`config.mk`:
```
export PLATFORM = sky130hd
export DESIGN_NAME = lsu_lane_map
export DESIGN_NICKNAME = d
export VERILOG_FILES = /design/src/mem_bus_pkg.sv /design/src/lsu_lane_map.sv
export SDC_FILE = /design/constraint.sdc
export NUM_CORES = 1
export LEC_CHECK = 0
export ABC_AREA = 1
export BUFFER_PORTS_ARGS = -buffer_cell sky130_fd_sc_hd__buf_2
export CAP_MARGIN = 40
export CELL_PAD_IN_SITES_DETAIL_PLACEMENT = 0
export CELL_PAD_IN_SITES_GLOBAL_PLACEMENT = 2
export CORE_MARGIN = 4
export CORE_UTILIZATION = 13
export DETAILED_ROUTE_END_ITERATION = 10
export GPL_ROUTABILITY_DRIVEN = 0
export PLACE_DENSITY_LB_ADDON = 0.3
export SLEW_MARGIN = 20
export SYNTH_ARGS = -nofsm -noshare
export SYNTH_HDL_FRONTEND = slang
export SYNTH_SLANG_ARGS = --single-unit
```
`constraint.sdc`:
```
create_clock -name vclk -period 1.31
set_clock_uncertainty 0.15 [all_clocks]
set_input_delay 0.262 -clock vclk [all_inputs]
set_output_delay 0.262 -clock vclk [all_outputs]
set_load 0.01 [all_outputs]
```
`src/mem_bus_pkg.sv`:
```
//////////////////////////////////////////////////
// memory bus widths, access size and status codes
//////////////////////////////////////////////////
`default_nettype none

package mem_bus_pkg;

  //////////////////////////////////////////////////
  // widths
  //////////////////////////////////////////////////

  // data width
  localparam int unsigned xlen  = 32;
  // byte lanes on the data bus
  localparam int unsigned ben_w = xlen / 8;

  //////////////////////////////////////////////////
  // encodings
  //////////////////////////////////////////////////

  // log2 of access bytes
  typedef enum logic [1:0] {
    siz_b = 2'd0,
    siz_h = 2'd1,
    siz_w = 2'd2
  } siz_t;

  // per instruction status
  typedef enum logic [1:0] {
    sts_ok  = 2'd0,
    // address not aligned to access size
    sts_mal = 2'd1,
    // not a load/store, or reserved funct3
    sts_ill = 2'd2
  } sts_t;

endpackage

`default_nettype wire

```
`src/lsu_lane_map.sv`:
```
//////////////////////////////////////////////////
// lsu execute stage, word address and lane rotation
//////////////////////////////////////////////////
`timescale 1ns/10ps
`default_nettype none

module lsu_lane_map #(
  parameter int unsigned addr_w = 8
) (
  input  logic                          d_vld,
  input  logic                          d_we,
  input  logic [mem_bus_pkg::xlen-1:0]  d_adr,
  input  logic [mem_bus_pkg::xlen-1:0]  d_wdt,
  input  mem_bus_pkg::siz_t             d_siz,
  input  mem_bus_pkg::sts_t             d_sts,
  output logic                          mem_en,
  output logic                          mem_we,
  output logic [addr_w-1:0]             mem_adr,
  output logic [mem_bus_pkg::ben_w-1:0] mem_ben,
  output logic [mem_bus_pkg::xlen-1:0]  mem_wdt,
  output logic [1:0]                    x_ofs
);

  // enables before rotation, aligned to lane 0
  logic [mem_bus_pkg::ben_w-1:0]       ben_raw;
  // data bus split into byte lanes
  logic [mem_bus_pkg::ben_w-1:0][7:0]  wdt_lane;
  logic [mem_bus_pkg::ben_w-1:0][7:0]  rot_lane;

  //////////////////////////////////////////////////
  // request control
  //////////////////////////////////////////////////

  // only clean loads/stores reach the sram
  assign mem_en = d_vld && (d_sts == mem_bus_pkg::sts_ok);
  assign mem_we = mem_en && d_we;

  // drop the byte offset, wraps at the sram size
  assign mem_adr = d_adr[addr_w+1:2];
  assign x_ofs   = d_adr[1:0];

  //////////////////////////////////////////////////
  // byte enables
  //////////////////////////////////////////////////

  always_comb begin
    case (d_siz)
      mem_bus_pkg::siz_b: ben_raw = {{(mem_bus_pkg::ben_w-1){1'b0}}, 1'b1};
      mem_bus_pkg::siz_h: ben_raw = {{(mem_bus_pkg::ben_w-2){1'b0}}, 2'b11};
      default:            ben_raw = '1;
    endcase
  end

  //////////////////////////////////////////////////
  // lane rotation, little endian
  //////////////////////////////////////////////////

  assign wdt_lane = d_wdt;

  // lane i takes source byte (i - offset) mod lanes
  for (genvar i = 0; i < mem_bus_pkg::ben_w; i++) begin : g_lane
    logic [1:0] sel;
    assign sel         = 2'(i) - x_ofs;
    assign mem_ben[i]  = ben_raw[sel];
    assign rot_lane[i] = wdt_lane[sel];
  end

  assign mem_wdt = rot_lane;

endmodule

`default_nettype wire

```
After elaboration in Yosys (flattened, before gate mapping). Index checks and enable logic that the tools add are counted.

Bits of input ports: 70. Register bits after elaboration: 0. Word-level logic and storage cells: 30. Output and inout bits: 48.

Magnitude comparators: 4. Add/subtract/negate cells: 4. Equality and inequality tests: 1. Reduce and logical (&&, ||, !) cells: 4. Muxes and demuxes: 17.

Operators with widths (number): $bmux W8 S2 (4); $mux W8 (4); $lt A2 B3 Y1 const B (4); $bmux W1 S2 (4); $pmux W4 S2 (1); $logic_not A2 Y1 (2); $mux W1 (4); $sub A1 B2 Y2 const A (2); $sub A2 B2 Y2 const A (2); $eq A2 B1 Y1 const B (1); $logic_and A1 B1 Y1 (2).

Longest topological paths before layout. Gate-level depths: netlist (run 1).

Word-level depth: 4. Gate-level depth with buffers: 7. Depth with buffers taken out: 5.

Worst setup path before layout (run 1). Ideal clock, no wire load.

Path type: in2out. Start point: input d_adr[0] (netlist name). End point: output mem_wdt[0] (netlist name). Stages on the path: 7. Data required time: 0.898 ns. Buffers on the path: 2. Data arrival time: 0.869 ns. Slack: 0.029 ns. Cells stage by stage: buf_6 -> inv_4 -> nand2_2 -> nand2_4 -> buf_6 -> nand2_1 -> nand2_1.

Longest elaborated chain between the ends: 3.

RTL lines: start, declared (RTL line lsu_lane_map.sv:12) `input logic [mem_bus_pkg::xlen-1:0] d_adr,`; $sub A1 B2 Y2 (RTL line lsu_lane_map.sv:63) `assign sel = 2'(i) - x_ofs;`; $bmux W8 S2 (RTL line lsu_lane_map.sv:65) `assign rot_lane[i] = wdt_lane[sel];`; $mux W8 (implied by the code) (RTL line lsu_lane_map.sv:65); end, declared (RTL line lsu_lane_map.sv:20) `output logic [mem_bus_pkg::xlen-1:0] mem_wdt,`.

No other way between the ends. The select of a mux whose other input is x is not followed.

Final worst setup path (run 1).
Start point: input d_adr[0] (netlist name). End point: output mem_wdt[28] (netlist name).

Longest elaborated chain between the ends: 3.

RTL lines (RTL line): $sub A2 B2 Y2 (lsu_lane_map.sv:63); $bmux W8 S2 (lsu_lane_map.sv:65); $mux W8 (implied by the code) (lsu_lane_map.sv:65).

No other way between the ends. The select of a mux whose other input is x is not followed.

==> reports/metrics.csv, run 1 <==
stage;metric;value;unit
final_layout;clock_buffers;0;
logic_synthesis;synth_cell_types;12;
final_layout;num-fill-cells;955;
final_layout;drive_above_1_share;61.6;%
timing;whs;0.374;ns
logic_synthesis;syn_area_per_cell;4.32;sq um
logic_synthesis;synthesis.nets;326;
grt;antenna_found_initial;0;
worst_hold_path;holdPathEnd;mem_adr[0];
final_layout;seq_cell_count;0;
worst_setup_path;path_cells;buf_12, clkinv_8, buf_6, buf_16, nand2_2, nand3_1, nand2_1, buf_2;
floorplanning;initial_utilization;13.4;%
final_layout;num-nets-final;413;
timing;finalCriticalPeriod;1.47;ns
detailed_routing;vias;1818;
logic_synthesis;yosysWarnings;0;
flow_run;drv_cap;0;
detailed_routing;drt-initial-drc-count;38;
worst_hold_path;hold_path.class;input pin to output pin;
timing;worstMarginPinSlew;0.194;ns
detailed_routing;viasPerCell;4.08;
detailed_routing;ant_nets;0;
place;dp_hpwl;3.66;mm
timing;final_hold_viol_count;0;
floorplanning;die_h;100;microns
detailed_routing;drc_errors;0;
floorplanning;ioPinCount;118;
worst_setup_path;crit_required;0.90;ns
logic_synthesis;yosys-top-cells-area;nand2_1, nand3_1, inv_1;
floorplanning;dieWidth;100;microns
final_layout;multi_input_area;1420;sq um
place;dp_cells;429;
grt;grt_usage;11.8;%
grt;grt_pass1_wl;9.50;mm
final_layout;syn_to_final_growth;131;%
timing;setup_violations;35;
logic_synthesis;netlist_area;1110;sq um
logic_synthesis;ys_seq_area_share;0;%
timing;layout_setup_ws;-0.158;ns
final_layout;final_util;31.0;%
worst_setup_path;critPathArrivalTime;1.06;ns
final_layout;seq_area;0;sq um
power;p_leak;1.53;nW
logic_synthesis;synth_top_area_share;51.9;%
worst_setup_path;crit_fanout;5;
power;vdd_drop_max;108;uV
timing;finalSetupTns;-4.26;ns
worst_hold_path;holdPathStages;0;
worst_setup_path;cp-start-kind;input pin;
worst_hold_path;min_from;d_adr[2];
floorplanning;die-area;10000;sq um
timing;rsz0062_at_grt;yes;
timing;max-slew-margin-rel;87.1;%
run_status;status;complete, but fails checks;
grt;grt_pass1_vias;1810;
clocking;cts_hold_buffers;0;
worst_setup_path;criticalPathCategory;input pin to output pin;
power;power_density;395;nW/um^2
logic_synthesis;yosysTopAreaCell;nand2_1;
logic_synthesis;syn-instance-count;256;
place;io_buffers;80;
timing;fmax;681;MHz
grt;overflow;0;
worst_setup_path;cp_slowest_cell;buf_16;
floorplanning;core-area;8260;sq um
final_layout;n_antenna_cell;0;
run_status;violations;setup timing;
detailed_routing;wl;6.26;mm
grt;grt_max_degree;15;
timing;slew_violations;0;
final_layout;final_cells;446;
timing;fin_crit_sh;112;%
final_layout;mostFrequentLayoutCell;nand2_1;
worst_setup_path;slowest_delay;0.14;ns
worst_setup_path;endpoint_kind;output pin;
floorplanning;placementRows;33;
final_layout;layout_common_cells;nand2_1, buf_2, nand2_2;
detailed_routing;wl_per_cell;14.0;microns
detailed_routing;drt_first_pass_iters;4;
through the flow:
step / power [mW] / cell area (sq um) / setup slack (ns)
2_1_floorplan: 0.391 / 1110 / 0.0294
3_3_place_gp: 0.631 / 1580 / -0.235
3_5_place_dp: 0.630 / 1580 / -0.245
4_1_cts: 0.874 / 2180 / -0.136
5_1_grt: 1.10 / 2560 / -0.216
6_report: 1.01 / 2560 / -0.158
Yosys cell counts:
cell       n
nor3_1     1
inv_2      1
nand2_1  153
nand2_2    3
buf_6      3
buf_2      6
inv_4      1
nand3_1   32
inv_1     34
nor2_1     7
buf_4     13
nand2_4    2
cell type report:
| cell class | instances | area share, % |
|---|---|---|
| tap | 105 | 5.14 |
| multi-input combinational | 203 | 55.7 |
| inverter | 36 | 6.07 |
| timing repair buffer | 102 | 33.1 |
worst max path at each step:
stage	startpoint	slack [ns]	to	depth (start not counted)
after floorplan	d_adr[0]	0.03	mem_wdt[0]	7
after global placement	d_adr[0]	-0.23	mem_wdt[16]	7
after detailed placement	d_adr[0]	-0.24	mem_wdt[22]	7
after CTS	d_adr[0]	-0.14	mem_wdt[7]	9
after global routing	d_adr[0]	-0.22	mem_wdt[28]	8
final	d_adr[0]	-0.16	mem_wdt[28]	8
routing by layer:
metal | GRT usage, % | routed length (microns)
met5 | 0 | 0
met4 | 0 | 0
met3 | 0.834 | 315
met2 | 22.4 | 3430
met1 | 15.4 | 2510
critical path: cells and delay by family:
kind	cells	cell delay (ns)
and+or+nand+nor	3	0.24
buffers and inverters	5	0.56
timing repair:
item,in CTS,in global routing
gates cloned,9,2
hold endpoints to repair,0,0
resized for setup,108,79
pin swaps,57,48
setup buffers,6,0
endpoints found under the setup margin,36,36
kinds of logic (layout without fill, tap and decap cells):
family,count (synthesis),count (layout),synth area share (%)
AND/OR/NAND/NOR,198,203,73.0
buffers and inverters,58,138,27.0
power breakdown:
part	leakage, nW	internal, mW	switching [mW]	total, mW
Sequential	0	0	0	0
Clock	0	0	0	0
Combinational	1.53	0.448	0.563	1.01
Note: power is estimated with default switching activity, not from simulation.
==> inputs of run 2 (changes only) <==
- BUFFER_PORTS_ARGS: -buffer_cell sky130_fd_sc_hd__buf_2 -> -buffer_cell sky130_fd_sc_hd__clkbuf_2
- PLACE_DENSITY: unset -> 0.83
- PLACE_DENSITY_LB_ADDON: 0.3 -> unset
- SLEW_MARGIN: 20 -> 10
==> run 2 against run 1 <==
The run still ends with setup timing left; global-route usage shrank 1.7 points; worst setup slack gained 0.0088 ns; via count shrank 4.3%; wire length decreased by 12%; critical path depth is the same; first-iteration DRC count increased by 58%; worst hold slack unchanged; fmax increased by 0.60%; utilization decreased by 5.6 points; die area is the same; largest cell class unchanged; highest routed layer is now met4.
==> reports/metrics.csv, run 2 (synthesis gave the netlist of run 1 again) <==
stage;metric;value;unit;change
run_status;status;complete, but fails checks;;unchanged
run_status;violations;setup timing;;unchanged
detailed_routing;ant_nets;0;;unchanged
place;dp_slack;-0.249;ns;was -0.245 ns
detailed_routing;vias;1739;;was 1818
worst_setup_path;cp-start-kind;input pin;;unchanged
final_layout;n_antenna_cell;0;;unchanged
detailed_routing;wl_per_cell;12.5;microns;was 14.0 microns
floorplanning;dieWidth;100;microns;unchanged
worst_setup_path;criticalPathCategory;input pin to output pin;;unchanged
final_layout;syn_to_final_growth;89.4;%;was 131%
timing;final_hold_viol_count;0;;unchanged
flow_run;drv_cap;0;;unchanged
worst_hold_path;hold_path.class;input pin to output pin;;unchanged
power;p_leak;1.31;nW;was 1.53 nW
power;power_density;396;nW/um^2;was 395 nW/um^2
worst_setup_path;critical_path.startpoint;d_adr[0];;unchanged
grt;grt_max_degree;16;;was 15
timing;finalCriticalPeriod;1.46;ns;was 1.47 ns
power;vdd_drop_max;95.9;uV;was 108 uV
floorplanning;core-area;8260;sq um;unchanged
worst_setup_path;path_cells;clkbuf_16, clkinv_16, clkbuf_16, nand2_1, nand2_1, nand2_1, nand2_1, buf_2;;was buf_12, clkinv_8, buf_6, buf_16, nand2_2, nand3_1, nand2_1, buf_2
worst_setup_path;cp_slowest_cell;clkbuf_16;;was buf_16
place;dp_hpwl;3.54;mm;was 3.66 mm
timing;slew_violations;0;;unchanged
detailed_routing;viasPerCell;3.95;;was 4.08
timing;worstMarginPinSlew;0.182;ns;was 0.194 ns
worst_setup_path;critPathArrivalTime;1.05;ns;was 1.06 ns
worst_setup_path;crit_fanout;7;;was 5
floorplanning;ioPinCount;118;;unchanged
place;io_buffers;80;;unchanged
timing;setup_violations;36;;was 35
clocking;cts_hold_buffers;0;;unchanged
grt;grt_usage;10.1;%;was 11.8%
detailed_routing;drt-initial-drc-count;60;;was 38
floorplanning;placementRows;33;;unchanged
grt;overflow;0;;unchanged
worst_setup_path;endpoint_kind;output pin;;unchanged
timing;fin_crit_sh;111;%;was 112%
worst_setup_path;critPathMostFrequentCell;nand2_1;;
detailed_routing;drt_first_pass_iters;4;;unchanged
timing;layout_setup_ws;-0.149;ns;was -0.158 ns
detailed_routing;wl;5.49;mm;was 6.26 mm
place;dp_cells;431;;was 429
worst_setup_path;crit_required;0.90;ns;about the same
power;power.total;0.829;mW;was 1.01 mW
grt;antenna_found_initial;0;;unchanged
floorplanning;die_h;100;microns;unchanged
final_layout;drive_above_1_share;46.3;%;was 61.6%
timing;rsz0062_at_grt;yes;;unchanged
timing;fmax;685;MHz;was 681 MHz
final_layout;seq_cell_count;0;;unchanged
worst_setup_path;slowest_delay;0.17;ns;was 0.14 ns
worst_hold_path;min_from;d_adr[8];;was d_adr[2]
timing;max-slew-margin-rel;87.9;%;was 87.1%
final_layout;mostFrequentLayoutCell;nand2_1;;unchanged
final_layout;seq_area;0;sq um;unchanged
final_layout;num-nets-final;407;;was 413
grt;grt_pass1_vias;1609;;was 1810
final_layout;layout_common_cells;nand2_1, clkbuf_2, inv_1;;was nand2_1, buf_2, nand2_2
detailed_routing;drc_errors;0;;unchanged
floorplanning;initial_utilization;13.4;%;unchanged
final_layout;clock_buffers;0;;unchanged
final_layout;final_cells;440;;was 446
floorplanning;die-area;10000;sq um;unchanged
grt;grt_pass1_wl;8.21;mm;was 9.50 mm
[run 2: path summary, 6_finish.rpt]
path	to	slack (ns)	depth (start not counted)
setup / recovery	mem_wdt[6]	-0.15	8
hold / removal	mem_adr[6]	0.37	0
[run 2: timing repair]
action                     4_1_cts  5_1_grt
buffers inserted                 1        0
cloned                           7        1
setup endpoints to repair       36       36
gates resized for setup         44       74
pin swaps                        7       22
[run 2: layout make-up]
type                            count  area (sq um)
Tap cell                          105           131
Timing Repair Buffer               95           648
Fill cell                         953          6160
Multi-Input combinational cell    204          1150
Inverter                           36           169
[run 2: per-layer routing]
metal,part of all wire (%),vias to the layer above,wire length [microns],GRT usage (%)
li1,-,920,-,-
met1,46,770,2540,14.1
met2,48,47,2630,17.8
met3,5.7,2,313,1.11
met4,0.073,0,4,0.207
met5,0,-,0,0
[run 2: report_power, final]
| group | switching [mW] | internal, mW |
|---|---|---|
| Clock | 0 | 0 |
| Sequential | 0 | 0 |
| Combinational | 0.484 | 0.345 |
| Total | 0.484 | 0.345 |
[run 2: worst max-delay path: cells and delay by family]
family,cells,cell delay (ns)
buffers and inverters,4,0.55
AND/OR/NAND/NOR,4,0.22
[run 2: metrics by stage]
step                      TNS (ns)  hold slack (ns)  area (sq um)  util (%)
after floorplan                  0            0.461          1110         -
after global placement       -6.93            0.374          1580      19.1
after detailed placement     -7.07            0.374          1580      19.1
after CTS                    -3.46            0.374          1880      22.8
after global routing         -5.54            0.374          2090      25.4
final                        -3.93            0.374          2090      25.4
