[src/mem_bus_pkg.sv]
//////////////////////////////////////////////////
// memory bus widths, access size and status codes
//////////////////////////////////////////////////
`default_nettype none

package mem_bus_pkg;

  //////////////////////////////////////////////////
  // widths
  //////////////////////////////////////////////////

  // data width
  localparam int unsigned xlen  = 32;
  // byte lanes on the data bus
  localparam int unsigned ben_w = xlen / 8;

  //////////////////////////////////////////////////
  // encodings
  //////////////////////////////////////////////////

  // log2 of access bytes
  typedef enum logic [1:0] {
    siz_b = 2'd0,
    siz_h = 2'd1,
    siz_w = 2'd2
  } siz_t;

  // per instruction status
  typedef enum logic [1:0] {
    sts_ok  = 2'd0,
    // address not aligned to access size
    sts_mal = 2'd1,
    // not a load/store, or reserved funct3
    sts_ill = 2'd2
  } sts_t;

endpackage

`default_nettype wire

[src/lsu_load_extract.sv]
//////////////////////////////////////////////////
// lsu result stage, read rotation, sign extension
//////////////////////////////////////////////////
`timescale 1ns/10ps
`default_nettype none

module lsu_load_extract (
  input  logic                         clk,
  input  logic                         rst,
  input  logic                         d_vld,
  input  logic                         d_sign,
  input  mem_bus_pkg::siz_t            d_siz,
  input  logic [4:0]                   d_rd,
  input  mem_bus_pkg::sts_t            d_sts,
  input  logic [1:0]                   x_ofs,
  input  logic [mem_bus_pkg::xlen-1:0] mem_rdt,
  output logic                         out_vld,
  output mem_bus_pkg::sts_t            out_sts,
  output logic [4:0]                   out_rd,
  output logic [mem_bus_pkg::xlen-1:0] out_rdt
);

  // sideband, aligned with mem_rdt
  logic                               r_vld;
  logic                               r_sign;
  mem_bus_pkg::siz_t                  r_siz;
  logic [4:0]                         r_rd;
  mem_bus_pkg::sts_t                  r_sts;
  logic [1:0]                         r_ofs;
  // read data lanes
  logic [mem_bus_pkg::ben_w-1:0][7:0] rdt_lane;
  logic [mem_bus_pkg::ben_w-1:0][7:0] sh_lane;
  logic [mem_bus_pkg::xlen-1:0]       ext;

  //////////////////////////////////////////////////
  // first stage, wait for the sram read
  //////////////////////////////////////////////////

  always_ff @(posedge clk) begin
    if (rst) begin
      r_vld <= 1'b0;
    end else begin
      r_vld <= d_vld;
    end
  end

  always_ff @(posedge clk) begin
    if (d_vld) begin
      r_sign <= d_sign;
      r_siz  <= d_siz;
      r_rd   <= d_rd;
      r_sts  <= d_sts;
      r_ofs  <= x_ofs;
    end
  end

  //////////////////////////////////////////////////
  // rotate down to lane 0 and extend
  //////////////////////////////////////////////////

  assign rdt_lane = mem_rdt;

  // lane i takes byte (i + offset) mod lanes
  for (genvar i = 0; i < mem_bus_pkg::ben_w; i++) begin : g_lane
    logic [1:0] sel;
    assign sel        = 2'(i) + r_ofs;
    assign sh_lane[i] = rdt_lane[sel];
  end

  always_comb begin
    case (r_siz)
      mem_bus_pkg::siz_b: begin
        ext = {{(mem_bus_pkg::xlen-8){r_sign & sh_lane[0][7]}}, sh_lane[0]};
      end
      mem_bus_pkg::siz_h: begin
        ext = {{(mem_bus_pkg::xlen-16){r_sign & sh_lane[1][7]}}, sh_lane[1], sh_lane[0]};
      end
      default: ext = sh_lane;
    endcase
  end

  //////////////////////////////////////////////////
  // output register
  //////////////////////////////////////////////////

  always_ff @(posedge clk) begin
    if (rst) begin
      out_vld <= 1'b0;
    end else begin
      out_vld <= r_vld;
    end
  end

  // rdt also captured for stores, consumer ignores it
  always_ff @(posedge clk) begin
    if (r_vld) begin
      out_sts <= r_sts;
      out_rd  <= r_rd;
      out_rdt <= ext;
    end
  end

endmodule

`default_nettype wire

[config.mk]
export PLATFORM = sky130hd
export DESIGN_NAME = lsu_load_extract
export DESIGN_NICKNAME = d
export VERILOG_FILES = /design/src/mem_bus_pkg.sv /design/src/lsu_load_extract.sv
export SDC_FILE = /design/constraint.sdc
export NUM_CORES = 1
export LEC_CHECK = 0
export BUFFER_PORTS_ARGS = -buffer_cell sky130_fd_sc_hd__buf_4
export CORE_MARGIN = 2
export CORE_UTILIZATION = 35
export DETAILED_ROUTE_END_ITERATION = 16
export PLACE_DENSITY = 0.63
export SLEW_MARGIN = 15
export SYNTH_ARGS = -nofsm -noshare
export SYNTH_HDL_FRONTEND = slang
export SYNTH_SLANG_ARGS = --single-unit
[constraint.sdc]
create_clock -name clk -period 1.65 [get_ports clk]
set_clock_uncertainty 0.1 [all_clocks]
set_input_delay 0.165 -clock clk [delete_from_list [all_inputs] [get_ports clk]]
set_output_delay 0.165 -clock clk [all_outputs]
set_load 0.03 [all_outputs]
# Yosys cells after proc, flatten, opt, wreduce, memory -nomap -nowiden

Index checks and enable logic that the tools add are counted.

Register bits: 53
Input port bits: 47
Output and inout bits: 40
Logic and storage cells: 30

Add/subtract/negate cells: 3
Magnitude comparators: 4
Equal/unequal tests: 1
Multiplexer cells: 9
Bitwise operators: 2
Reduce and logical (&&, ||, !) cells: 1

Operators by type and width:

| kind                                                                  | number |
|---|---|
| 8-bit binary-select mux with 2-bit select                             | 4 |
| 32-bit case mux with 2 select lines                                   | 1 |
| 8-bit 2-to-1 mux                                                      | 4 |
| 2-bit by 3-bit < comparator with 1-bit output (second input constant) | 4 |
| 2-bit adder (first input constant)                                    | 2 |
| 1-bit by 2-bit adder with 2-bit output (first input constant)         | 1 |
| 1-bit bitwise AND                                                     | 2 |
| 2-bit by 1-bit == test with 1-bit output (second input constant)      | 1 |
| 2-bit zero test                                                       | 1 |

# Depth between registers and ports, before layout

Gate-level depths: netlist of the first run.

Depth after elaboration: 5
Mapped depth: 7
Mapped depth without buffers: 4

# Worst setup path after synthesis of the first run

OpenSTA, ideal clock, no wires.

Path type: reg-to-reg
Start point: register r_ofs[0]
End point: register out_rdt[18] in the netlist's numbering, data pin
Setup time: 0.274 ns
Arrival: 1.281 ns
Required time: 1.276 ns
Slack: -0.005 ns
Cell stages (with the launch flop): 7
Path buffers: 3
Period minus slack after synthesis: 1.655 ns
Cells stage by stage: edfxtp_1 > buf_6 > buf_6 > buf_6 > mux2_2 > a21oi_1 > o21ai_0

Longest elaborated chain between the ends: 5
Elaborated cells on any way between the ends: 11
Classes of those cells: 2 x add/sub; 7 x mux; 2 x bitwise

RTL lines:

| item                                      | line                   | text |
|---|---|---|
| start, declared                           | lsu_load_extract.sv:29 | `logic [1:0] r_ofs;` |
| start signal, assigned                    | lsu_load_extract.sv:53 | `r_ofs <= x_ofs;` |
| 1-bit by 2-bit adder with 2-bit output    | lsu_load_extract.sv:66 | `assign sel = 2'(i) + r_ofs;` |
| 8-bit binary-select mux with 2-bit select | lsu_load_extract.sv:67 | `assign sh_lane[i] = rdt_lane[sel];` |
| 8-bit 2-to-1 mux (implied by the code)    | lsu_load_extract.sv:67 |  |
| 1-bit bitwise AND                         | lsu_load_extract.sv:76 | `ext = {{(mem_bus_pkg::xlen-16){r_sign & sh_lane[1][7]}}, sh_lane[1], sh_lane[0]};` |
| 32-bit case mux with 2 select lines *     | lsu_load_extract.sv:71 | `case (r_siz)` |
| named net ext, one bit                    | lsu_load_extract.sv:33 | `logic [mem_bus_pkg::xlen-1:0] ext;` |
| end signal, assigned                      | lsu_load_extract.sv:99 | `out_rdt <= ext;` |
| end, declared                             | lsu_load_extract.sv:20 | `output logic [mem_bus_pkg::xlen-1:0] out_rdt` |

Mark *: on every way through the listed nets, which the timed path passes. The rest lies on a longest branch. The select of a mux whose other input is x is not followed.
A chain may end at the register's enable or synchronous reset.

# Final worst setup path of the first run

Start point: register r_ofs[0]
End point: register out_rdt[20] in the netlist's numbering, data pin

Same word-level chain as after synthesis.

==> impl_metrics.py, run 1 <==
metrics = {
    "outcome": {
        "status": "finished, violations left",
        "violations": "negative setup slack",
    },
    "sta": {
        "min_period_over_period_pct": 110.4,
        "relSlewSlack_pct": 76.86,
        "holdWs_ns": 0.09443,
        "fmax_mhz": 548.8,
        "final.min_clock_period_ns": 1.822,
        "drv_slew": 0,
        "finalWorstSetupSlack_ns": -0.1722,
        "hold_violations": 0,
        "fin_setup_tns_ns": -2.945,
        "rsz0062_at_grt": "yes",
        "finalSetupViolations": 22,
        "tightest_slew_ns": 0.3467,
    },
    "logic_synthesis": {
        "synth_seq_cells": 53,
        "synth-seq-area-share_pct": 61.75,
        "synth_cell_type_count": 19,
        "synth_top_area_share_pct": 60.18,
        "netlist_area_um2": 2545,
        "synthCells": 172,
        "yosys_warnings": 0,
        "synth_area_leaders": "edfxtp_1, mux4_2, mux2i_1",
        "synth_nets": 219,
        "postSynthAreaPerCell_um2": 14.80,
        "yosys.area.top_type": "edfxtp_1",
    },
    "global_routing": {
        "first_global_vias": 1810,
        "grt_pass1_wl_um": 8949,
        "grt_use_total_pct": 15.26,
        "antenna_found_initial": 0,
        "overflow": 0,
        "grt_start_max_net_pins": 32,
    },
    "cts": {
        "cts_made_buffers": 5,
        "cts_buffer_depth": 2,
        "clock_latency_ns": 0.30,
        "cts_sinks": 53,
        "h-tree-depth": 2,
        "cts_tree": "built",
        "clk_pin_slew_worst_paths_ns": 0.10,
        "cts_root_buf": "clkbuf_8",
    },
    "final_layout": {
        "fin_cells": 389,
        "drive_above_1_share_pct": 50.69,
        "nNetsFinal": 336,
        "n_antenna_cell": 0,
        "design_area_um2": 3742,
        "utilization_pct": 52.44,
        "syn_to_final_growth_pct": 47.05,
    },
    "route": {
        "drt_pass1_iterations": 4,
        "routed_wire_length_per_instance_um": 15.77,
        "drc": 0,
        "wl_um": 6136,
        "drt_iter0_markers": 71,
        "vias": 1859,
        "ant_nets": 0,
        "drt-vias-per-instance": 4.779,
    },
    "worst_hold_path": {
        "hold_path_depth": 1,
        "hold_path.class": "in -> reg",
        "whs_endpoint": "r_sts[0]",
        "worst_hold_startpoint": "d_vld",
    },
    "die": {
        "ioPinCount": 87,
        "die_y_um": 89.27,
        "die_w_um": 89.27,
        "core_um2": 7137,
        "initial_core_util_pct": 35.66,
        "dieArea_um2": 7969,
        "rows": 31,
    },
    "placed_design": {
        "post_dp_cell_area_um2": 3386,
        "place_inst": 360,
        "globalplace.congestion": 0.7604,
        "io_buffers": 86,
        "hpwl_um": 4235,
    },
    "critical_path": {
        "crit_path_start_kind": "flop",
        "critical_path_class": "reg -> reg",
        "regToRegSetupSlack_ns": -0.17,
        "reg2reg_from": "r_ofs[0]",
        "rr_endpoint": "out_rdt[20]",
        "crit_path_end_kind": "flop",
        "ff2ff_path_depth": 6,
        "cp.required_ns": 1.61,
        "cp_max_fo": 4,
        "cp.arrival_ns": 1.79,
    },
    "power": {
        "irDropWorstVdd_uv": 416.1,
        "seqPwrFrac_pct": 51.4,
        "combPwrFrac_pct": 25.6,
        "p_int_w": 0.002305,
        "clockPowerShare_pct": 23.0,
        "p_leak_nw": 1.512,
        "switching_share_pct": 27.36,
        "p_switching_w": 0.0008681,
        "p_per_area_nw_per_um2": 847.9,
    },
    "run": {
        "cap_violations": 0,
    },
}
sequential cells by signal, summed over array words and instances (netlist names):
signal   cells
out_rd       5
out_rdt     32
out_sts      2
out_vld      1
r_ofs        2
r_rd         5
r_sign       1
r_siz        2
r_sts        2
r_vld        1
cell usage in the layout (no fill, tap or decap):
cell type,Yosys,final
buf_16,0,1
nand3_1,2,2
dfxtp_1,2,1
buf_6,5,3
mux4_2,14,14
nor2b_1,3,3
nand3b_1,1,1
clkbuf_8,0,5
nor2_1,11,11
inv_1,1,1
a21oi_2,0,2
clkinvlp_4,0,2
a21oi_1,10,8
dfxtp_2,0,1
mux2i_4,0,3
nand2_1,21,20
buf_4,1,100
mux2_2,10,10
clkbuf_1,3,1
edfxtp_1,51,51
o21ai_0,18,12
dlygate4sd3_1,0,13
o2111ai_2,1,1
buf_12,0,4
mux2i_1,13,10
o21ai_1,3,9
nand2_2,0,1
power by group through the flow:
stage | Sequential (W) | Clock [W] | Combinational [W]
after global routing | 0.00164 | 0.000815 | 0.000874
after global placement | 0.00166 | 0 | 0.000708
after CTS | 0.00163 | 0.000761 | 0.000797
final | 0.00163 | 0.000731 | 0.000811
after detailed placement | 0.00167 | 0 | 0.000715
after floorplan | 0.00179 | 0 | 0.000302
cell families after synthesis:
family | Yosys count | synth area share, %
AO/OA/AOI/OAI | 32 | 6.686
buffers and inverters | 12 | 3.490
flip-flops | 53 | 61.75
multiplexers | 37 | 21.93
AND/OR/NAND/NOR | 38 | 6.146
worst max-delay path, cell delays in order, from the launching register on:
cell       delay (ns)
edfxtp_1         0.44
buf_4            0.18
mux2i_4          0.17
mux2i_1          0.12
o2111ai_2        0.32
buf_4            0.20
o21ai_1          0.06
final cells by class:
cell class                 instances  area (um2)
clock inverter                     2       15.01
multi-input combinational        107       932.1
tap                               99       123.9
sequential                        53        1573
fill                             638        3395
timing repair buffer             121        1022
inverter                           1       3.754
clock buffer                       6       72.57
cell usage after synthesis (all sizes together):
master,count
nor2b,3
nor2,11
o2111ai,1
inv,1
mux4,14
nand3b,1
clkbuf,3
mux2i,13
nand3,2
dfxtp,2
a21oi,10
nand2,21
o21ai,21
edfxtp,51
mux2,10
buf,8
worst max-delay path by stage:
stage | from | end | slack [ns] | depth (start not counted)
final | r_ofs[0] | out_rdt[20] | -0.17 | 6
after global placement | r_ofs[0] | out_rdt[8] | -0.15 | 4
after floorplan | r_ofs[0] | out_rdt[18] | 0.01 | 6
after global routing | r_ofs[0] | out_rdt[23] | -0.26 | 6
after detailed placement | r_ofs[0] | out_rdt[24] | -0.20 | 5
after CTS | r_ofs[0] | out_rdt[8] | -0.1 | 5
layer usage:
| metal | track usage (%) | up-vias | wire length [um] |
|---|---|---|---|
| met3 | 3.139 | 8 | 315 |
| met4 | 4.749 | 0 | 107 |
| met5 | 0 | - | 0 |
| li1 | - | 895 | - |
| met2 | 26.26 | 61 | 3189 |
| met1 | 19.39 | 895 | 2524 |
timing repair:
| action | 4_1_cts | 5_1_grt |
|---|---|---|
| endpoints found under the setup margin | 23 | 26 |
| gates cloned | 1 | 1 |
| pin swaps | 0 | 1 |
| hold buffers | 13 | 0 |
| endpoints found under the hold margin | 14 | 0 |
| resized for setup | 16 | 4 |
| setup buffers | 6 | 0 |
through the flow:
step	power [W]	setup slack (ns)
final	0.003173	-0.1722
after global routing	0.003328	-0.2551
after CTS	0.003190	-0.09794
after detailed placement	0.002380	-0.1981
after global placement	0.002371	-0.1528
after floorplan	0.002088	0.009529
Note: power is estimated with default switching activity, not from simulation.
==> run 2, diff against run 1 <==
--- a/config.mk
+++ b/config.mk
@@ -14,3 +14,4 @@
 export SYNTH_ARGS = -nofsm -noshare
 export SYNTH_HDL_FRONTEND = slang
 export SYNTH_SLANG_ARGS = --single-unit
+export TNS_END_PERCENT = 10
==> impl_metrics.py, run 2 (same netlist as run 1, synthesis figures left out) <==
metrics = {
    "outcome": {
        "status": "finished, violations left",
        "violations": "negative setup slack",
    },
    "die": {
        "dieArea_um2": 7969,
        "die_y_um": 89.27,
        "core_um2": 7137,
        "ioPinCount": 87,
        "rows": 31,
        "initial_core_util_pct": 35.66,
        "die_w_um": 89.27,
    },
    "final_layout": {
        "top_register": "out_rdt",
        "syn_to_final_growth_pct": 45.58,
        "n_antenna_cell": 0,
        "utilization_pct": 51.91,
        "layout_commonest_cell": "buf_4",
        "largest_register_ffs": 32,
        "drive_above_1_share_pct": 49.83,
        "nNetsFinal": 333,
        "final_cell_mix": "buf_4, edfxtp_1, nand2_1, o21ai_0, mux4_2",
        "top_regs": "out_rdt (32), out_rd (5), r_rd (5)",
    },
    "sta": {
        "drv_slew": 0,
        "relSlewSlack_pct": 81.64,
        "holdWs_ns": 0.09516,
        "tightest_slew_ns": 0.2677,
        "final.min_clock_period_ns": 1.740,
        "finalWorstSetupSlack_ns": -0.08979,
        "rsz0062_at_grt": "yes",
        "hold_violations": 0,
        "min_period_over_period_pct": 105.4,
        "finalSetupViolations": 22,
        "fmax_mhz": 574.8,
    },
    "global_routing": {
        "antenna_found_initial": 0,
        "first_global_vias": 1778,
        "grt_pass1_wl_um": 8866,
        "grt_start_max_net_pins": 32,
        "overflow": 0,
        "grt_use_total_pct": 15.14,
    },
    "cts": {
        "clock_latency_ns": 0.30,
        "clk_pin_slew_worst_paths_ns": 0.09,
        "cts_sinks": 53,
        "cts_made_buffers": 5,
        "cts_buffer_depth": 2,
        "cts_root_buf": "clkbuf_8",
        "h-tree-depth": 2,
        "cts_tree": "built",
    },
    "power": {
        "p_per_area_nw_per_um2": 851.2,
        "p_leak_nw": 1.495,
        "irDropWorstVdd_uv": 416.7,
    },
    "critical_path": {
        "crit_path_end_kind": "flop",
        "critical_path_class": "reg -> reg",
        "cp.arrival_ns": 1.69,
        "crit_path_start_kind": "flop",
        "cp_max_fo": 7,
        "cp.required_ns": 1.60,
    },
    "route": {
        "drc": 0,
        "wl_um": 6056,
        "drt_iter0_markers": 68,
        "routed_wire_length_per_instance_um": 15.69,
        "drt-vias-per-instance": 4.733,
        "drt_pass1_iterations": 4,
        "vias": 1827,
        "ant_nets": 0,
    },
    "placed_design": {
        "globalplace.congestion": 0.7604,
        "hpwl_um": 4235,
        "io_buffers": 86,
    },
    "run": {
        "cap_violations": 0,
    },
    "worst_hold_path": {
        "hold_path.class": "in -> reg",
    },
}
-- run 2: worst max-delay path, cell delays in order (launching register included) --
cell       delay [ns]
edfxtp_1         0.42
buf_4            0.17
mux2i_4          0.19
mux2i_1          0.12
o2111ai_2        0.24
buf_6            0.16
o21ai_0          0.09
-- run 2: repair_timing --
item,CTS,global route
hold buffers,13,0
cloned,1,0
endpoints found under the hold margin,14,0
resized for setup,7,4
endpoints found under the setup margin,23,26
buffers inserted,4,0
pin swaps,0,1
-- run 2: path summary, 6_finish.rpt --
| path | slack (ns) | from | end | cells after the start |
|---|---|---|---|---|
| hold reg to reg | 0.33 | r_rd[2] | out_rd[2] | 0 |
| setup reg to reg | -0.09 | r_ofs[0] | out_rdt[31] | 6 |
| hold / removal | 0.1 | d_vld | r_sts[0] | 1 |
| setup / recovery | -0.09 | r_ofs[0] | out_rdt[31] | 6 |
-- run 2: through the flow --
stage	instance area [um2]	worst slack (ns)	setup TNS, ns	instances	total power (W)
2_1_floorplan	2549	0.009529	0	172	0.002088
3_3_place_gp	3386	-0.1528	-1.811	360	0.002371
3_5_place_dp	3386	-0.1981	-3.209	360	0.002380
4_1_cts	3684	-0.1168	-1.518	386	0.003176
5_1_grt	3705	-0.1817	-3.432	386	0.003306
6_report	3705	-0.08979	-1.374	386	0.003154
-- run 2: cell type report --
| class | instances | area [um2] |
|---|---|---|
| clock inverters | 2 | 15.01 |
| repair buffers | 118 | 996.0 |
| multi-input cells | 107 | 920.9 |
| flip-flops and latches | 53 | 1573 |
| clock buffers | 6 | 72.57 |
| inverters | 1 | 3.754 |
| well taps | 99 | 123.9 |
| fillers | 643 | 3432 |
-- run 2: report_power, final --
group | total, W | switching, W | internal [W]
Clock | 0.000733 | 0.000433 | 0.000300
Sequential | 0.00163 | 0.0000348 | 0.00160
Combinational | 0.000791 | 0.000394 | 0.000397
-- run 2: metal layers --
layer / GRT usage [%] / up-vias / part of all wire [%] / wire, um
li1: - / 887 / - / -
met1: 19.09 / 880 / 41 / 2510
met2: 26.20 / 53 / 53 / 3184
met3: 3.139 / 7 / 4.5 / 270
met4: 4.749 / 0 / 1.5 / 90
met5: 0 / - / 0 / 0
