[config.mk]
export PLATFORM = sky130hd
export DESIGN_NAME = lsu_decode
export DESIGN_NICKNAME = d
export VERILOG_FILES = /design/src/mem_bus_pkg.sv /design/src/rv_isa_pkg.sv /design/src/lsu_decode.sv
export SDC_FILE = /design/constraint.sdc
export NUM_CORES = 1
export LEC_CHECK = 0
export BUFFER_PORTS_ARGS = -buffer_cell sky130_fd_sc_hd__buf_2
export CAP_MARGIN = 20
export CORE_MARGIN = 1
export CORE_UTILIZATION = 50
export DETAILED_ROUTE_END_ITERATION = 10
export MAX_ROUTING_LAYER = met4
export PLACE_DENSITY = 0.87
export SLEW_MARGIN = 40
export SYNTH_ARGS = -nofsm -noshare
export SYNTH_HDL_FRONTEND = slang
export SYNTH_SLANG_ARGS = --single-unit
[constraint.sdc]
create_clock -name clk -period 10 [get_ports clk]
set_clock_uncertainty 0.2 [all_clocks]
set_input_delay 2 -clock clk [delete_from_list [all_inputs] [get_ports clk]]
set_output_delay 2 -clock clk [all_outputs]
set_load 0.02 [all_outputs]
[src/mem_bus_pkg.sv]
//////////////////////////////////////////////////
// memory bus widths, access size and status codes
//////////////////////////////////////////////////
`default_nettype none

package mem_bus_pkg;

  //////////////////////////////////////////////////
  // widths
  //////////////////////////////////////////////////

  // data width
  localparam int unsigned xlen  = 32;
  // byte lanes on the data bus
  localparam int unsigned ben_w = xlen / 8;

  //////////////////////////////////////////////////
  // encodings
  //////////////////////////////////////////////////

  // log2 of access bytes
  typedef enum logic [1:0] {
    siz_b = 2'd0,
    siz_h = 2'd1,
    siz_w = 2'd2
  } siz_t;

  // per instruction status
  typedef enum logic [1:0] {
    sts_ok  = 2'd0,
    // address not aligned to access size
    sts_mal = 2'd1,
    // not a load/store, or reserved funct3
    sts_ill = 2'd2
  } sts_t;

endpackage

`default_nettype wire

[src/rv_isa_pkg.sv]
//////////////////////////////////////////////////
// rv32 load/store opcodes, funct3 codes and the
// instruction word union (i-type and s-type views)
//////////////////////////////////////////////////
`default_nettype none

package rv_isa_pkg;

  //////////////////////////////////////////////////
  // major opcodes
  //////////////////////////////////////////////////

  localparam logic [6:0] opc_load  = 7'b0000011;
  localparam logic [6:0] opc_store = 7'b0100011;

  //////////////////////////////////////////////////
  // funct3 codes
  //////////////////////////////////////////////////

  // loads, bit 2 selects zero extension
  localparam logic [2:0] f3_lb  = 3'b000;
  localparam logic [2:0] f3_lh  = 3'b001;
  localparam logic [2:0] f3_lw  = 3'b010;
  localparam logic [2:0] f3_lbu = 3'b100;
  localparam logic [2:0] f3_lhu = 3'b101;
  // stores
  localparam logic [2:0] f3_sb  = 3'b000;
  localparam logic [2:0] f3_sh  = 3'b001;
  localparam logic [2:0] f3_sw  = 3'b010;

  //////////////////////////////////////////////////
  // instruction formats
  //////////////////////////////////////////////////

  // i-type, used by loads
  typedef struct packed {
    logic [11:0] imm;
    logic [4:0]  rs1;
    logic [2:0]  funct3;
    logic [4:0]  rd;
    logic [6:0]  opcode;
  } insn_ld_t;

  // s-type, immediate split around rs2/rs1/funct3
  typedef struct packed {
    logic [6:0]  imm_hi;
    logic [4:0]  rs2;
    logic [4:0]  rs1;
    logic [2:0]  funct3;
    logic [4:0]  imm_lo;
    logic [6:0]  opcode;
  } insn_st_t;

  // same 32 bits, two decodings
  typedef union packed {
    insn_ld_t ld;
    insn_st_t st;
  } insn_u;

endpackage

`default_nettype wire
[src/lsu_decode.sv]
//////////////////////////////////////////////////
// lsu decode stage, address add, alignment check
//////////////////////////////////////////////////
`timescale 1ns/10ps
`default_nettype none

module lsu_decode (
  input  logic                         clk,
  input  logic                         rst,
  input  logic                         in_vld,
  input  rv_isa_pkg::insn_u            in_insn,
  input  logic [mem_bus_pkg::xlen-1:0] in_base,
  input  logic [mem_bus_pkg::xlen-1:0] in_wdt,
  output logic                         d_vld,
  output logic                         d_we,
  output logic                         d_sign,
  output logic [mem_bus_pkg::xlen-1:0] d_adr,
  output logic [mem_bus_pkg::xlen-1:0] d_wdt,
  output mem_bus_pkg::siz_t            d_siz,
  output logic [4:0]                   d_rd,
  output mem_bus_pkg::sts_t            d_sts
);

  logic                         is_ld;
  logic                         is_st;
  logic [2:0]                   f3;
  logic [mem_bus_pkg::xlen-1:0] imm;
  logic [mem_bus_pkg::xlen-1:0] adr;
  mem_bus_pkg::siz_t            siz;
  logic                         sign;
  logic                         f3_ok;
  logic                         mal;
  mem_bus_pkg::sts_t            sts;

  //////////////////////////////////////////////////
  // instruction fields
  //////////////////////////////////////////////////

  // opcode sits in the same bits in both views
  assign is_ld = (in_insn.ld.opcode == rv_isa_pkg::opc_load);
  assign is_st = (in_insn.st.opcode == rv_isa_pkg::opc_store);
  assign f3    = in_insn.ld.funct3;

  // sign extended immediate, s-type is split in two
  always_comb begin
    if (is_st) begin
      imm = {{(mem_bus_pkg::xlen-12){in_insn.st.imm_hi[6]}},
             in_insn.st.imm_hi, in_insn.st.imm_lo};
    end else begin
      imm = {{(mem_bus_pkg::xlen-12){in_insn.ld.imm[11]}}, in_insn.ld.imm};
    end
  end

  // effective byte address
  assign adr = in_base + imm;

  // size and sign from funct3
  always_comb begin
    siz   = mem_bus_pkg::siz_w;
    sign  = 1'b0;
    f3_ok = 1'b1;
    if (is_ld) begin
      case (f3)
        rv_isa_pkg::f3_lb: begin
          siz  = mem_bus_pkg::siz_b;
          sign = 1'b1;
        end
        rv_isa_pkg::f3_lh: begin
          siz  = mem_bus_pkg::siz_h;
          sign = 1'b1;
        end
        rv_isa_pkg::f3_lw:  siz = mem_bus_pkg::siz_w;
        rv_isa_pkg::f3_lbu: siz = mem_bus_pkg::siz_b;
        rv_isa_pkg::f3_lhu: siz = mem_bus_pkg::siz_h;
        default:            f3_ok = 1'b0;
      endcase
    end else begin
      case (f3)
        rv_isa_pkg::f3_sb: siz = mem_bus_pkg::siz_b;
        rv_isa_pkg::f3_sh: siz = mem_bus_pkg::siz_h;
        rv_isa_pkg::f3_sw: siz = mem_bus_pkg::siz_w;
        default:           f3_ok = 1'b0;
      endcase
    end
  end

  //////////////////////////////////////////////////
  // alignment and status
  //////////////////////////////////////////////////

  // low address bits must be zero for the size
  always_comb begin
    case (siz)
      mem_bus_pkg::siz_b: mal = 1'b0;
      mem_bus_pkg::siz_h: mal = adr[0];
      mem_bus_pkg::siz_w: mal = |adr[1:0];
      default:            mal = 1'b1;
    endcase
  end

  // illegal has priority over misaligned
  always_comb begin
    if (!(is_ld || is_st) || !f3_ok) begin
      sts = mem_bus_pkg::sts_ill;
    end else if (mal) begin
      sts = mem_bus_pkg::sts_mal;
    end else begin
      sts = mem_bus_pkg::sts_ok;
    end
  end

  //////////////////////////////////////////////////
  // stage register
  //////////////////////////////////////////////////

  always_ff @(posedge clk) begin
    if (rst) begin
      d_vld <= 1'b0;
    end else begin
      d_vld <= in_vld;
    end
  end

  // payload, loaded only on a strobe
  always_ff @(posedge clk) begin
    if (in_vld) begin
      d_we   <= is_st;
      d_sign <= sign;
      d_adr  <= adr;
      d_wdt  <= in_wdt;
      d_siz  <= siz;
      // raw bits 11:7, only meaningful for loads
      d_rd   <= in_insn.ld.rd;
      d_sts  <= sts;
    end
  end

endmodule

`default_nettype wire

Word-level counts from Yosys, hierarchy flattened
Cells that the tools add are included.
{"block": "word_totals", "romBits": 0, "mem_bits_rw": 0, "inputBits": 99, "latchBits": 0, "register_bits": 76, "word_cells": 39, "out_inout_bits": 76, "n_memories": 0}
{"block": "op_classes", "n_shift": 0, "n_reduce_logical": 12, "n_lt_le_gt_ge": 0, "n_div": 0, "mux": 10, "multipliers": 0, "bitwise_logic": 0, "add_sub_neg": 1, "eq_ne": 8}
{"cell": "$add A32 B32 Y32", "n": 1}
{"cell": "$pmux W2 S2", "n": 2}
{"cell": "$reduce_or A2 Y1", "n": 4}
{"cell": "$eq A7 B2 Y1 const B", "n": 1}
{"cell": "$eq A7 B6 Y1 const B", "n": 1}
{"cell": "$eq A3 B3 Y1 const B", "n": 2}
{"cell": "$mux W1", "n": 5}
{"cell": "$mux W5", "n": 1}
{"cell": "$reduce_or A5 Y1", "n": 1}
{"cell": "$eq A3 B1 Y1 const B", "n": 1}
{"cell": "$eq A3 B2 Y1 const B", "n": 1}
{"cell": "$logic_not A3 Y1", "n": 1}
{"cell": "$pmux W1 S3", "n": 1}
{"cell": "$reduce_or A3 Y1", "n": 1}
{"cell": "$eq A2 B1 Y1 const B", "n": 1}
{"cell": "$eq A2 B2 Y1 const B", "n": 1}
{"cell": "$logic_not A1 Y1", "n": 2}
{"cell": "$logic_not A2 Y1", "n": 1}
{"cell": "$logic_or A1 B1 Y1", "n": 2}
{"cell": "$mux W2", "n": 1}

Depth between registers and ports, before layout
Gate-level depths: netlist of the first run.
{"block": "logic_depth", "depth_word": 7, "mapped_depth": 15, "ltp_nobuf": 15}

Least setup slack after synthesis of the first run
OpenSTA, ideal clock, no wires.
{"block": "synth_timing", "path_kind": "input to register", "start": "input in_insn[4] (netlist bit)", "end": "register d_adr[18] (netlist bit) (data pin)", "cell_stages": 15, "path_slack_ps": 4867, "required_time_ps": 9537, "n_path_buf": 0, "setup_ps": 263, "arrival_time_ps": 4669, "path_cell_list": "nor4_1 -> and3_1 -> nand2_1 -> mux2_2 -> ha_1 -> inv_1 -> fa_1 -> nor2b_2 -> o2111ai_2 -> a31oi_1 -> o21ai_0 -> or2_2 -> nor2_1 -> nor2_1 -> xnor2_1"}
{"block": "synth_between", "elab_chain_cells": 3}
{"element": "from (decl)", "line": "lsu_decode.sv:11", "text": "input rv_isa_pkg::insn_u in_insn,"}
{"element": "$eq A7 B6 Y1", "line": "lsu_decode.sv:41", "text": "assign is_st = (in_insn.st.opcode == rv_isa_pkg::opc_store);"}
{"element": "$mux W5", "line": "lsu_decode.sv:46", "text": "if (is_st) begin"}
{"element": "$add A32 B32 Y32", "line": "lsu_decode.sv:55", "text": "assign adr = in_base + imm;"}
{"element": "via adr, one bit", "line": "lsu_decode.sv:28", "text": "logic [mem_bus_pkg::xlen-1:0] adr;"}
{"element": "to (signal assigned)", "line": "lsu_decode.sv:129", "text": "d_adr <= adr;"}
{"element": "to (decl)", "line": "lsu_decode.sv:17", "text": "output logic [mem_bus_pkg::xlen-1:0] d_adr,"}
The timed path passes the listed nets, and every way through them passes these cells.
A chain may end at the register's enable or synchronous reset.

Worst setup path after layout of the first run
{"block": "layout_timing", "start": "input in_insn[4] (netlist bit)", "end": "register d_adr[30] (netlist bit) (data pin)"}
Same word-level chain as after synthesis.

==> results of run 1 <==
-- power groups by stage --
stage	Clock (W)	Sequential, W	Combinational [W]
final	0.000209	0.000403	0.000232
after global routing	0.000226	0.000407	0.000249
after CTS	0.000216	0.000404	0.000230
after detailed placement	0	0.000411	0.000230
after global placement	0	0.000410	0.000223
after floorplan	0	0.000459	0.0000995
-- cells in the final DEF (no fill, tap or decap), types with 5 or more instances in the layout --
master	count
o21ai_1	5
a31oi_1	7
a21o_1	15
nand4_1	6
inv_1	11
mux2_2	5
a21oi_1	26
clkbuf_8	9
nand3_1	8
xnor2_1	17
o21ai_0	10
nor2b_1	5
nand2_1	21
nor2_1	15
buf_2	169
ha_1	31
xor2_1	12
edfxtp_1	75
-- cells by family after synthesis --
family,after synthesis
AOI/OAI and AO/OA,90
xor gates and xnor gates,29
adders and majority gates,32
buffers and inverters,22
DFF,76
muxes,5
and+or+nand+nor,80
-- final cells by class --
class,instances,area (µm²),share of cell area (%)
tap,102,128,2.43
timing repair buffer,170,857,16.3
clock buffer,9,124,2.36
clock inverter,7,58.8,1.12
inverter,11,41.3,0.786
multi-input combinational,236,1770,33.8
sequential,76,2270,43.2
-- routing by layer --
layer  wire [µm]  share of wire (%)  global-route usage [%]
met1        3780                 38                    25.2
met5           0                  0                       -
met3         663                6.8                    5.12
met2        5230                 53                    42.4
met4         146                1.5                    9.36
-- final timing paths --
path	end	slack, ps	cells past startpoint
setup / recovery	d_adr[30]	4590	16
hold / removal	d_vld	1610	2
-- stage by stage --
step	setup WS, ps	utilization, %
after floorplan	4870	-
after global placement	4360	64.6
after detailed placement	4250	64.6
after CTS	4620	66.9
after global routing	4290	67.0
final	4590	67.0
-- worst max-delay path, stage by stage --
cell and delay, ps:
buf_2 90, nor4_1 250, and3_1 250, nand2_1 190, mux2_2 280, ha_1 190
inv_1 70, fa_1 410, nor2b_2 160, o2111ai_2 170, a31oi_2 320, o21ai_1 110
o311ai_2 340, a21oi_1 180, o21ai_1 220, xor2_1 80
-- flip-flops by register name, indices dropped and copies added (netlist names) --
register,flops
d_adr,32
d_wdt,32
d_rd,5
d_siz,2
d_sts,2
d_sign,1
d_vld,1
d_we,1
==> qor.csv, run 1 <==
metric,value,unit
CTS H-tree lvls,3,
pin count of the biggest net entering global routing,77,
TritonCTS Sinks,76,
Max Freq,185,MHz
Cells after DPL,595,
Core Rows,32,
Leak,2.32,nW
worst hold start,rst,
Num CTS Buffers,9,
Initial Util,52.8,%
I/O Buffers,169,
async set-reset flop share out of synthesis,0,%
Switch Pwr,0.000268,W
synth top area cells,"edfxtp_1, ha_1, xnor2_1",
post-synthesis sequential area ratio,54.9,%
outcome,finished clean,
top_reg_cell synth,edfxtp_1,
Tot Pwr,0.000845,W
area grow syn2layout,26.9,%
1st-iter DRT viols,198,
Worst slew margin,55.5,%
Setup CP Type,in2reg,
minimum clock period,5410,ps
vias in the first global route,3192,
"Reg clk slew, reported paths",80,ps
hold_ws,1610,ps
worst slew pin tran,668,ps
FILL cells,589,
P_int,0.000577,W
Final Wtd Congestion,0.883,
complex-gate fraction of the synthesized area,15.6,%
Setup Buffers After CTS,0,
Die H,93.0,µm
XOR/XNOR share of the synthesized area,6.13,%
min-delay worst type,in2reg,
cell taking the most area after synthesis,edfxtp_1,
Final Net Count,635,
die area,0.00865,mm²
final setup vio count,0,
# diodes,0,
io pins,175,
Global Route Usage Sum,23.6,%
largest family of logic cells by synthesized area,compound AO/OA/AOI/OAI gates,
placed inst area,0.00507,mm²
design area,0.00526,mm²
Resized Gates After CTS,0,
cell area power density,161,mW/mm²
grt total ovfl,0,
Flop pwr share,47.8,%
maxcap violations,0,
clock network power share,24.8,%
Required @ worst endpoint,9900,ps
Max IR drop VDD,0.0710,mV
Synth Area in Adders,9.85,%
fin. max-slew vios,0,
Mapped Cells,334,
"critical path fanouts, max",6,
Switching Share,31.7,%
setup_tns,0,ps
final non-filler cell total,611,
number of flops mapped to enable cells by yosys,75,
Avg Synthesized Cell Area,12.4,µm²
CTS Hold Buffers Added,0,
first-pass GRT wire length,15000,µm
core area,0.00785,mm²
endpoints failing hold,0,
die width,93.0,µm
Comb pwr share,27.4,%
Via density,5.43,
Worst Path Arrival,5310,ps
DRC Markers,0,
#FFs+latches synth,76,
Post-Synth Simple-Gate Area,9.91,%
via count,3320,
Critical Path Sink Type,flip-flop,
CTS tree,yes,
post-synth top area share,54.4,%
most frequent cells after synthesis,"edfxtp_1, ha_1, a21oi_1",
post-synth cell types,51,
final antenna-violating net count,0,
cell with the most instances after synthesis,edfxtp_1,
Yosys warning count,0,
Post-DP HPWL,7880,µm
multiplexer area fraction after synthesis,1.36,%
CP Launch Point,in_insn[4],
Post-Syn Area,0.00414,mm²
root buf cell,clkbuf_8,
RSZ-0062 raised after global routing,false,
routed len/inst,16.1,µm
Setup crit start kind,input pin,
clock buffer depth,2,
drt total wl,9820,µm
Pre-Repair DR Iteration Count,4,
Final period util,54.1,%
layout cell share with drive strength beyond 1,41.3,%
initial antenna violation count,0,
"Net Count, Synth",465,
Note: power is estimated with default switching activity, not from simulation.
==> run 2: changes to the inputs <==
--- a/config.mk
+++ b/config.mk
@@ -8,10 +8,10 @@
 export BUFFER_PORTS_ARGS = -buffer_cell sky130_fd_sc_hd__buf_2
 export CAP_MARGIN = 20
 export CORE_MARGIN = 1
-export CORE_UTILIZATION = 50
+export CORE_UTILIZATION = 44
 export DETAILED_ROUTE_END_ITERATION = 10
 export MAX_ROUTING_LAYER = met4
-export PLACE_DENSITY = 0.87
+export PLACE_DENSITY = 0.81
 export SLEW_MARGIN = 40
 export SYNTH_ARGS = -nofsm -noshare
 export SYNTH_HDL_FRONTEND = slang
==> constraint.sdc (replaced) <==
create_clock -name clk -period 4.81 [get_ports clk]
set_clock_uncertainty 0.2 [all_clocks]
set_input_delay 0.962 -clock clk [delete_from_list [all_inputs] [get_ports clk]]
set_output_delay 0.962 -clock clk [all_outputs]
set_load 0.02 [all_outputs]
==> run 2 against run 1 <==
Global-route usage down 3.5 points. Cell area up 1.0%. Clock-buffer cell count unchanged. First-iteration DRC count down 12%. Wire length down 0.78%. Combinational power up 110%. Power up 120%. Largest power group unchanged.
==> qor.csv, run 2 (synthesis gave the netlist of run 1 again) <==
metric,value,unit
Core Rows,35,
Critical Path Sink Type,flip-flop,
# diodes,0,
CTS tree,yes,
Final Net Count,634,
drt total wl,9740,µm
Crit path max-delay family,simple AND/OR/NAND/NOR gates,
final setup vio count,0,
cell area power density,354,mW/mm²
core area,0.00920,mm²
pin count of the biggest net entering global routing,77,
worst path buffer plus inverter count,2,
layout cell share with drive strength beyond 1,41.1,%
clock buffer depth,2,
setup_tns,0,ps
maxcap violations,0,
Via density,5.26,
Worst slew margin,54.6,%
Required @ worst endpoint,4690,ps
io pins,175,
RSZ-0062 raised after global routing,false,
die area,0.00980,mm²
min-delay worst type,in2reg,
endpoints failing hold,0,
CP most frequent cell,nor2_1,
outcome,finished clean,
Setup CP Type,in2reg,
minimum clock period,4320,ps
Tot Pwr,0.00188,W
worst-path cell chain,"buf_2, nor4_1, and3_1, nand2_1, mux2_2, ha_1, inv_1, fa_1, nor2b_2, o2111ai_2, a31oi_1, o21ai_0, or2_2, nor2_1, nor2_1, xnor2_1",
area grow syn2layout,28.2,%
Post-DP HPWL,7520,µm
die width,99.0,µm
grt total ovfl,0,
TritonCTS Sinks,76,
Die H,99.0,µm
Initial Util,45.0,%
CP max-delay cell,fa_1,
vias in the first global route,3127,
final antenna-violating net count,0,
Num CTS Buffers,9,
CP max stage delay,410,ps
Global Route Usage Sum,20.1,%
final non-filler cell total,619,
Max Freq,232,MHz
initial antenna violation count,0,
CTS Hold Buffers Added,0,
Top Registers,"d_adr x32, d_wdt x32, d_rd x5",
worst slew pin tran,680,ps
1st-iter DRT viols,174,
first-pass GRT wire length,14900,µm
Final period util,89.8,%
fin. max-slew vios,0,
CTS H-tree lvls,3,
placed inst area,0.00508,mm²
Cells after DPL,603,
"commonest non-fill, non-tap cell in the layout",buf_2,
Max IR drop VDD,0.164,mV
Setup Buffers After CTS,0,
"Reg clk slew, reported paths",90,ps
Pre-Repair DR Iteration Count,4,
root buf cell,clkbuf_8,
Setup crit start kind,input pin,
Worst Path Arrival,4200,ps
design area,0.00531,mm²
Leak,2.34,nW
Resized Gates After CTS,0,
"critical path fanouts, max",6,
DRC Markers,0,
routed len/inst,15.7,µm
Final Wtd Congestion,0.918,
I/O Buffers,169,
via count,3259,
most frequent cells in the layout,"buf_2, edfxtp_1, ha_1",
utilization of the core after routing,57.7,%
## run 2: per-stage QoR
stage,hold slack [ps],setup WS [ps]
floorplan,834,715
global route,551,295
global placement,923,264
finish,558,492
detailed placement,922,179
CTS,541,548
## run 2: layer usage
| layer | track usage (%) | vias to the layer above | part of all wire (%) | wire length (µm) |
|---|---|---|---|---|
| li1 | - | 1608 | - | - |
| met1 | 23.5 | 1509 | 42 | 4100 |
| met5 | - | - | 0 | 0 |
| met2 | 33.7 | 129 | 50 | 4920 |
| met3 | 3.97 | 13 | 5.7 | 555 |
| met4 | 8.38 | 0 | 1.7 | 168 |
## run 2: final timing paths
| kind | start | endpoint | slack, ps | cells past startpoint |
|---|---|---|---|---|
| worst max-delay path | in_insn[4] | d_adr[18] | 490 | 16 |
| worst min-delay path | rst | d_vld | 560 | 2 |
## run 2: where the power goes
part	switching [W]	internal, W
clock network	0.000259	0.000302
registers	0.0000182	0.000821
logic	0.000296	0.000182
total	0.000573	0.00130
## run 2: cell type report
cell class	instances	area, µm²
timing repair buffer	169	852
tap	111	139
multi-input combinational	236	1770
clock inverter	7	106
fill	766	3890
inverter	11	41.3
clock buffer	9	124
sequential	76	2270
==> run 3: changes to the inputs <==
--- a/config.mk
+++ b/config.mk
@@ -12,6 +12,7 @@
 export DETAILED_ROUTE_END_ITERATION = 10
 export MAX_ROUTING_LAYER = met4
 export PLACE_DENSITY = 0.81
+export RECOVER_POWER = 100
 export SLEW_MARGIN = 40
 export SYNTH_ARGS = -nofsm -noshare
 export SYNTH_HDL_FRONTEND = slang
==> run 3 against run 2 <==
The flow now finishes with violations (max-capacitance violations, max-slew violations). Wire length fell by 0.44%. Non-clock buffer count stayed put. Setup slack lost 100 ps. Critical path type unchanged. Critical endpoint is now d_adr[16].
==> qor.csv, run 3 (synthesis gave the netlist of run 1 again) <==
metric,value,unit
outcome,"complete, but fails checks",
violations in the final reports,"max-capacitance violations, max-slew violations",
Critical Path Sink Type,flip-flop,
final setup vio count,0,
Final period util,91.9,%
TritonCTS Sinks,76,
die width,99.0,µm
Global Route Usage Sum,20.1,%
I/O Buffers,169,
DRC Markers,0,
maxcap violations,1,
io pins,175,
Initial Util,45.0,%
setup_tns,0,ps
Worst Path Arrival,4300,ps
routed len/inst,15.7,µm
initial antenna violation count,0,
min-delay worst type,in2reg,
vias in the first global route,3127,
Via density,5.28,
Critical Path End,d_adr[16],
worst path buffer plus inverter count,2,
fin. max-slew vios,77,
utilization of the core after routing,56.1,%
Setup WS post-layout,388,ps
Max Freq,226,MHz
Top Registers,"d_adr x32, d_wdt x32, d_rd x5",
"critical path fanouts, max",6,
via count,3269,
Post-DP HPWL,7520,µm
grt total ovfl,0,
CP Launch Point,in_insn[4],
minimum clock period,4420,ps
Crit path max-delay family,simple AND/OR/NAND/NOR gates,
drt total wl,9700,µm
die area,0.00980,mm²
area grow syn2layout,24.7,%
root buf cell,clkbuf_8,
Max IR drop VDD,0.163,mV
layout cell share with drive strength beyond 1,23.6,%
Worst slew margin,-161,%
final antenna-violating net count,0,
Resized Gates After CTS,0,
CP max stage delay,400,ps
Final Net Count,634,
CP most frequent cell,o21ai_0,
Setup CP Type,in2reg,
1st-iter DRT viols,156,
clock buffer depth,2,
CTS H-tree lvls,3,
CTS Hold Buffers Added,0,
first-pass GRT wire length,14900,µm
"commonest non-fill, non-tap cell in the layout",buf_2,
CTS tree,yes,
# diodes,0,
CP max-delay cell,fa_1,
core area,0.00920,mm²
Leak,2.11,nW
cell area power density,359,mW/mm²
endpoints failing hold,0,
Pre-Repair DR Iteration Count,4,
Core Rows,35,
RSZ-0062 raised after global routing,false,
worst slew pin tran,3910,ps
critical path depth,15,
Required @ worst endpoint,4690,ps
most frequent cells in the layout,"buf_2, clkbuf_1, edfxtp_1",
pin count of the biggest net entering global routing,77,
worst-path cell chain,"buf_2, nor4_1, and3_1, nand2_1, mux2_2, ha_1, inv_1, fa_1, nor2b_1, o2111ai_1, a31oi_1, o21ai_0, or2_2, o21ai_0, xor2_1",
dpl ws,179,ps
Setup crit start kind,input pin,
FILL cells,829,
Final Wtd Congestion,0.918,
Setup Buffers After CTS,0,
Die H,99.0,µm
"Reg clk slew, reported paths",90,ps
Num CTS Buffers,9,
-- run 3: cell count changes in the layout (fill, tap and decap cells not counted), moves of 2 or more --
| cell | before | now |
|---|---|---|
| o31ai_1 | 1 | 3 |
| o21ai_0 | 10 | 14 |
| a21oi_2 | 2 | 0 |
| clkbuf_1 | 0 | 81 |
| o21ai_1 | 5 | 2 |
| a21oi_1 | 26 | 28 |
| buf_2 | 168 | 88 |
| o31ai_2 | 2 | 0 |
-- run 3: worst min path at each step --
stage,startpoint,end,slack (ps),depth (start not counted)
finish,rst,d_vld,560,2
global route,rst,d_vld,550,2
CTS,rst,d_vld,540,2
detailed placement,rst,d_vld,920,2
global placement,rst,d_vld,920,2
floorplan,rst,d_vld,830,1
-- run 3: area by class of cell --
cell class	instances	area [µm²]	area share, %
clock inverters	7	106	2.06
flip-flops and latches	76	2270	44.0
repair buffers	169	744	14.4
multi-input cells	236	1740	33.6
clock buffers	9	124	2.40
inverters	11	41.3	0.800
well taps	111	139	2.69
-- run 3: report_power, final --
part           switching (W)  leakage (nW)  internal [W]
logic               0.000291          1.25      0.000157
clock network       0.000257         0.117      0.000302
registers          0.0000206         0.742      0.000824
-- run 3: metal layers --
metal  global-route usage [%]  routed length, µm
met1                     23.5               4090
met2                     33.7               4880
met3                     3.97                579
met4                     8.38                146
met5                        -                  0
-- run 3: per-stage QoR --
stage / cell area, µm² / instances / power [W] / hold slack, ps
2_1_floorplan: 4140 / 334 / 0.00116 / 834
3_3_place_gp: 5070 / 603 / 0.00132 / 923
3_5_place_dp: 5080 / 603 / 0.00133 / 922
4_1_cts: 5310 / 619 / 0.00189 / 541
5_1_grt: 5160 / 619 / 0.00194 / 551
6_report: 5160 / 619 / 0.00185 / 565
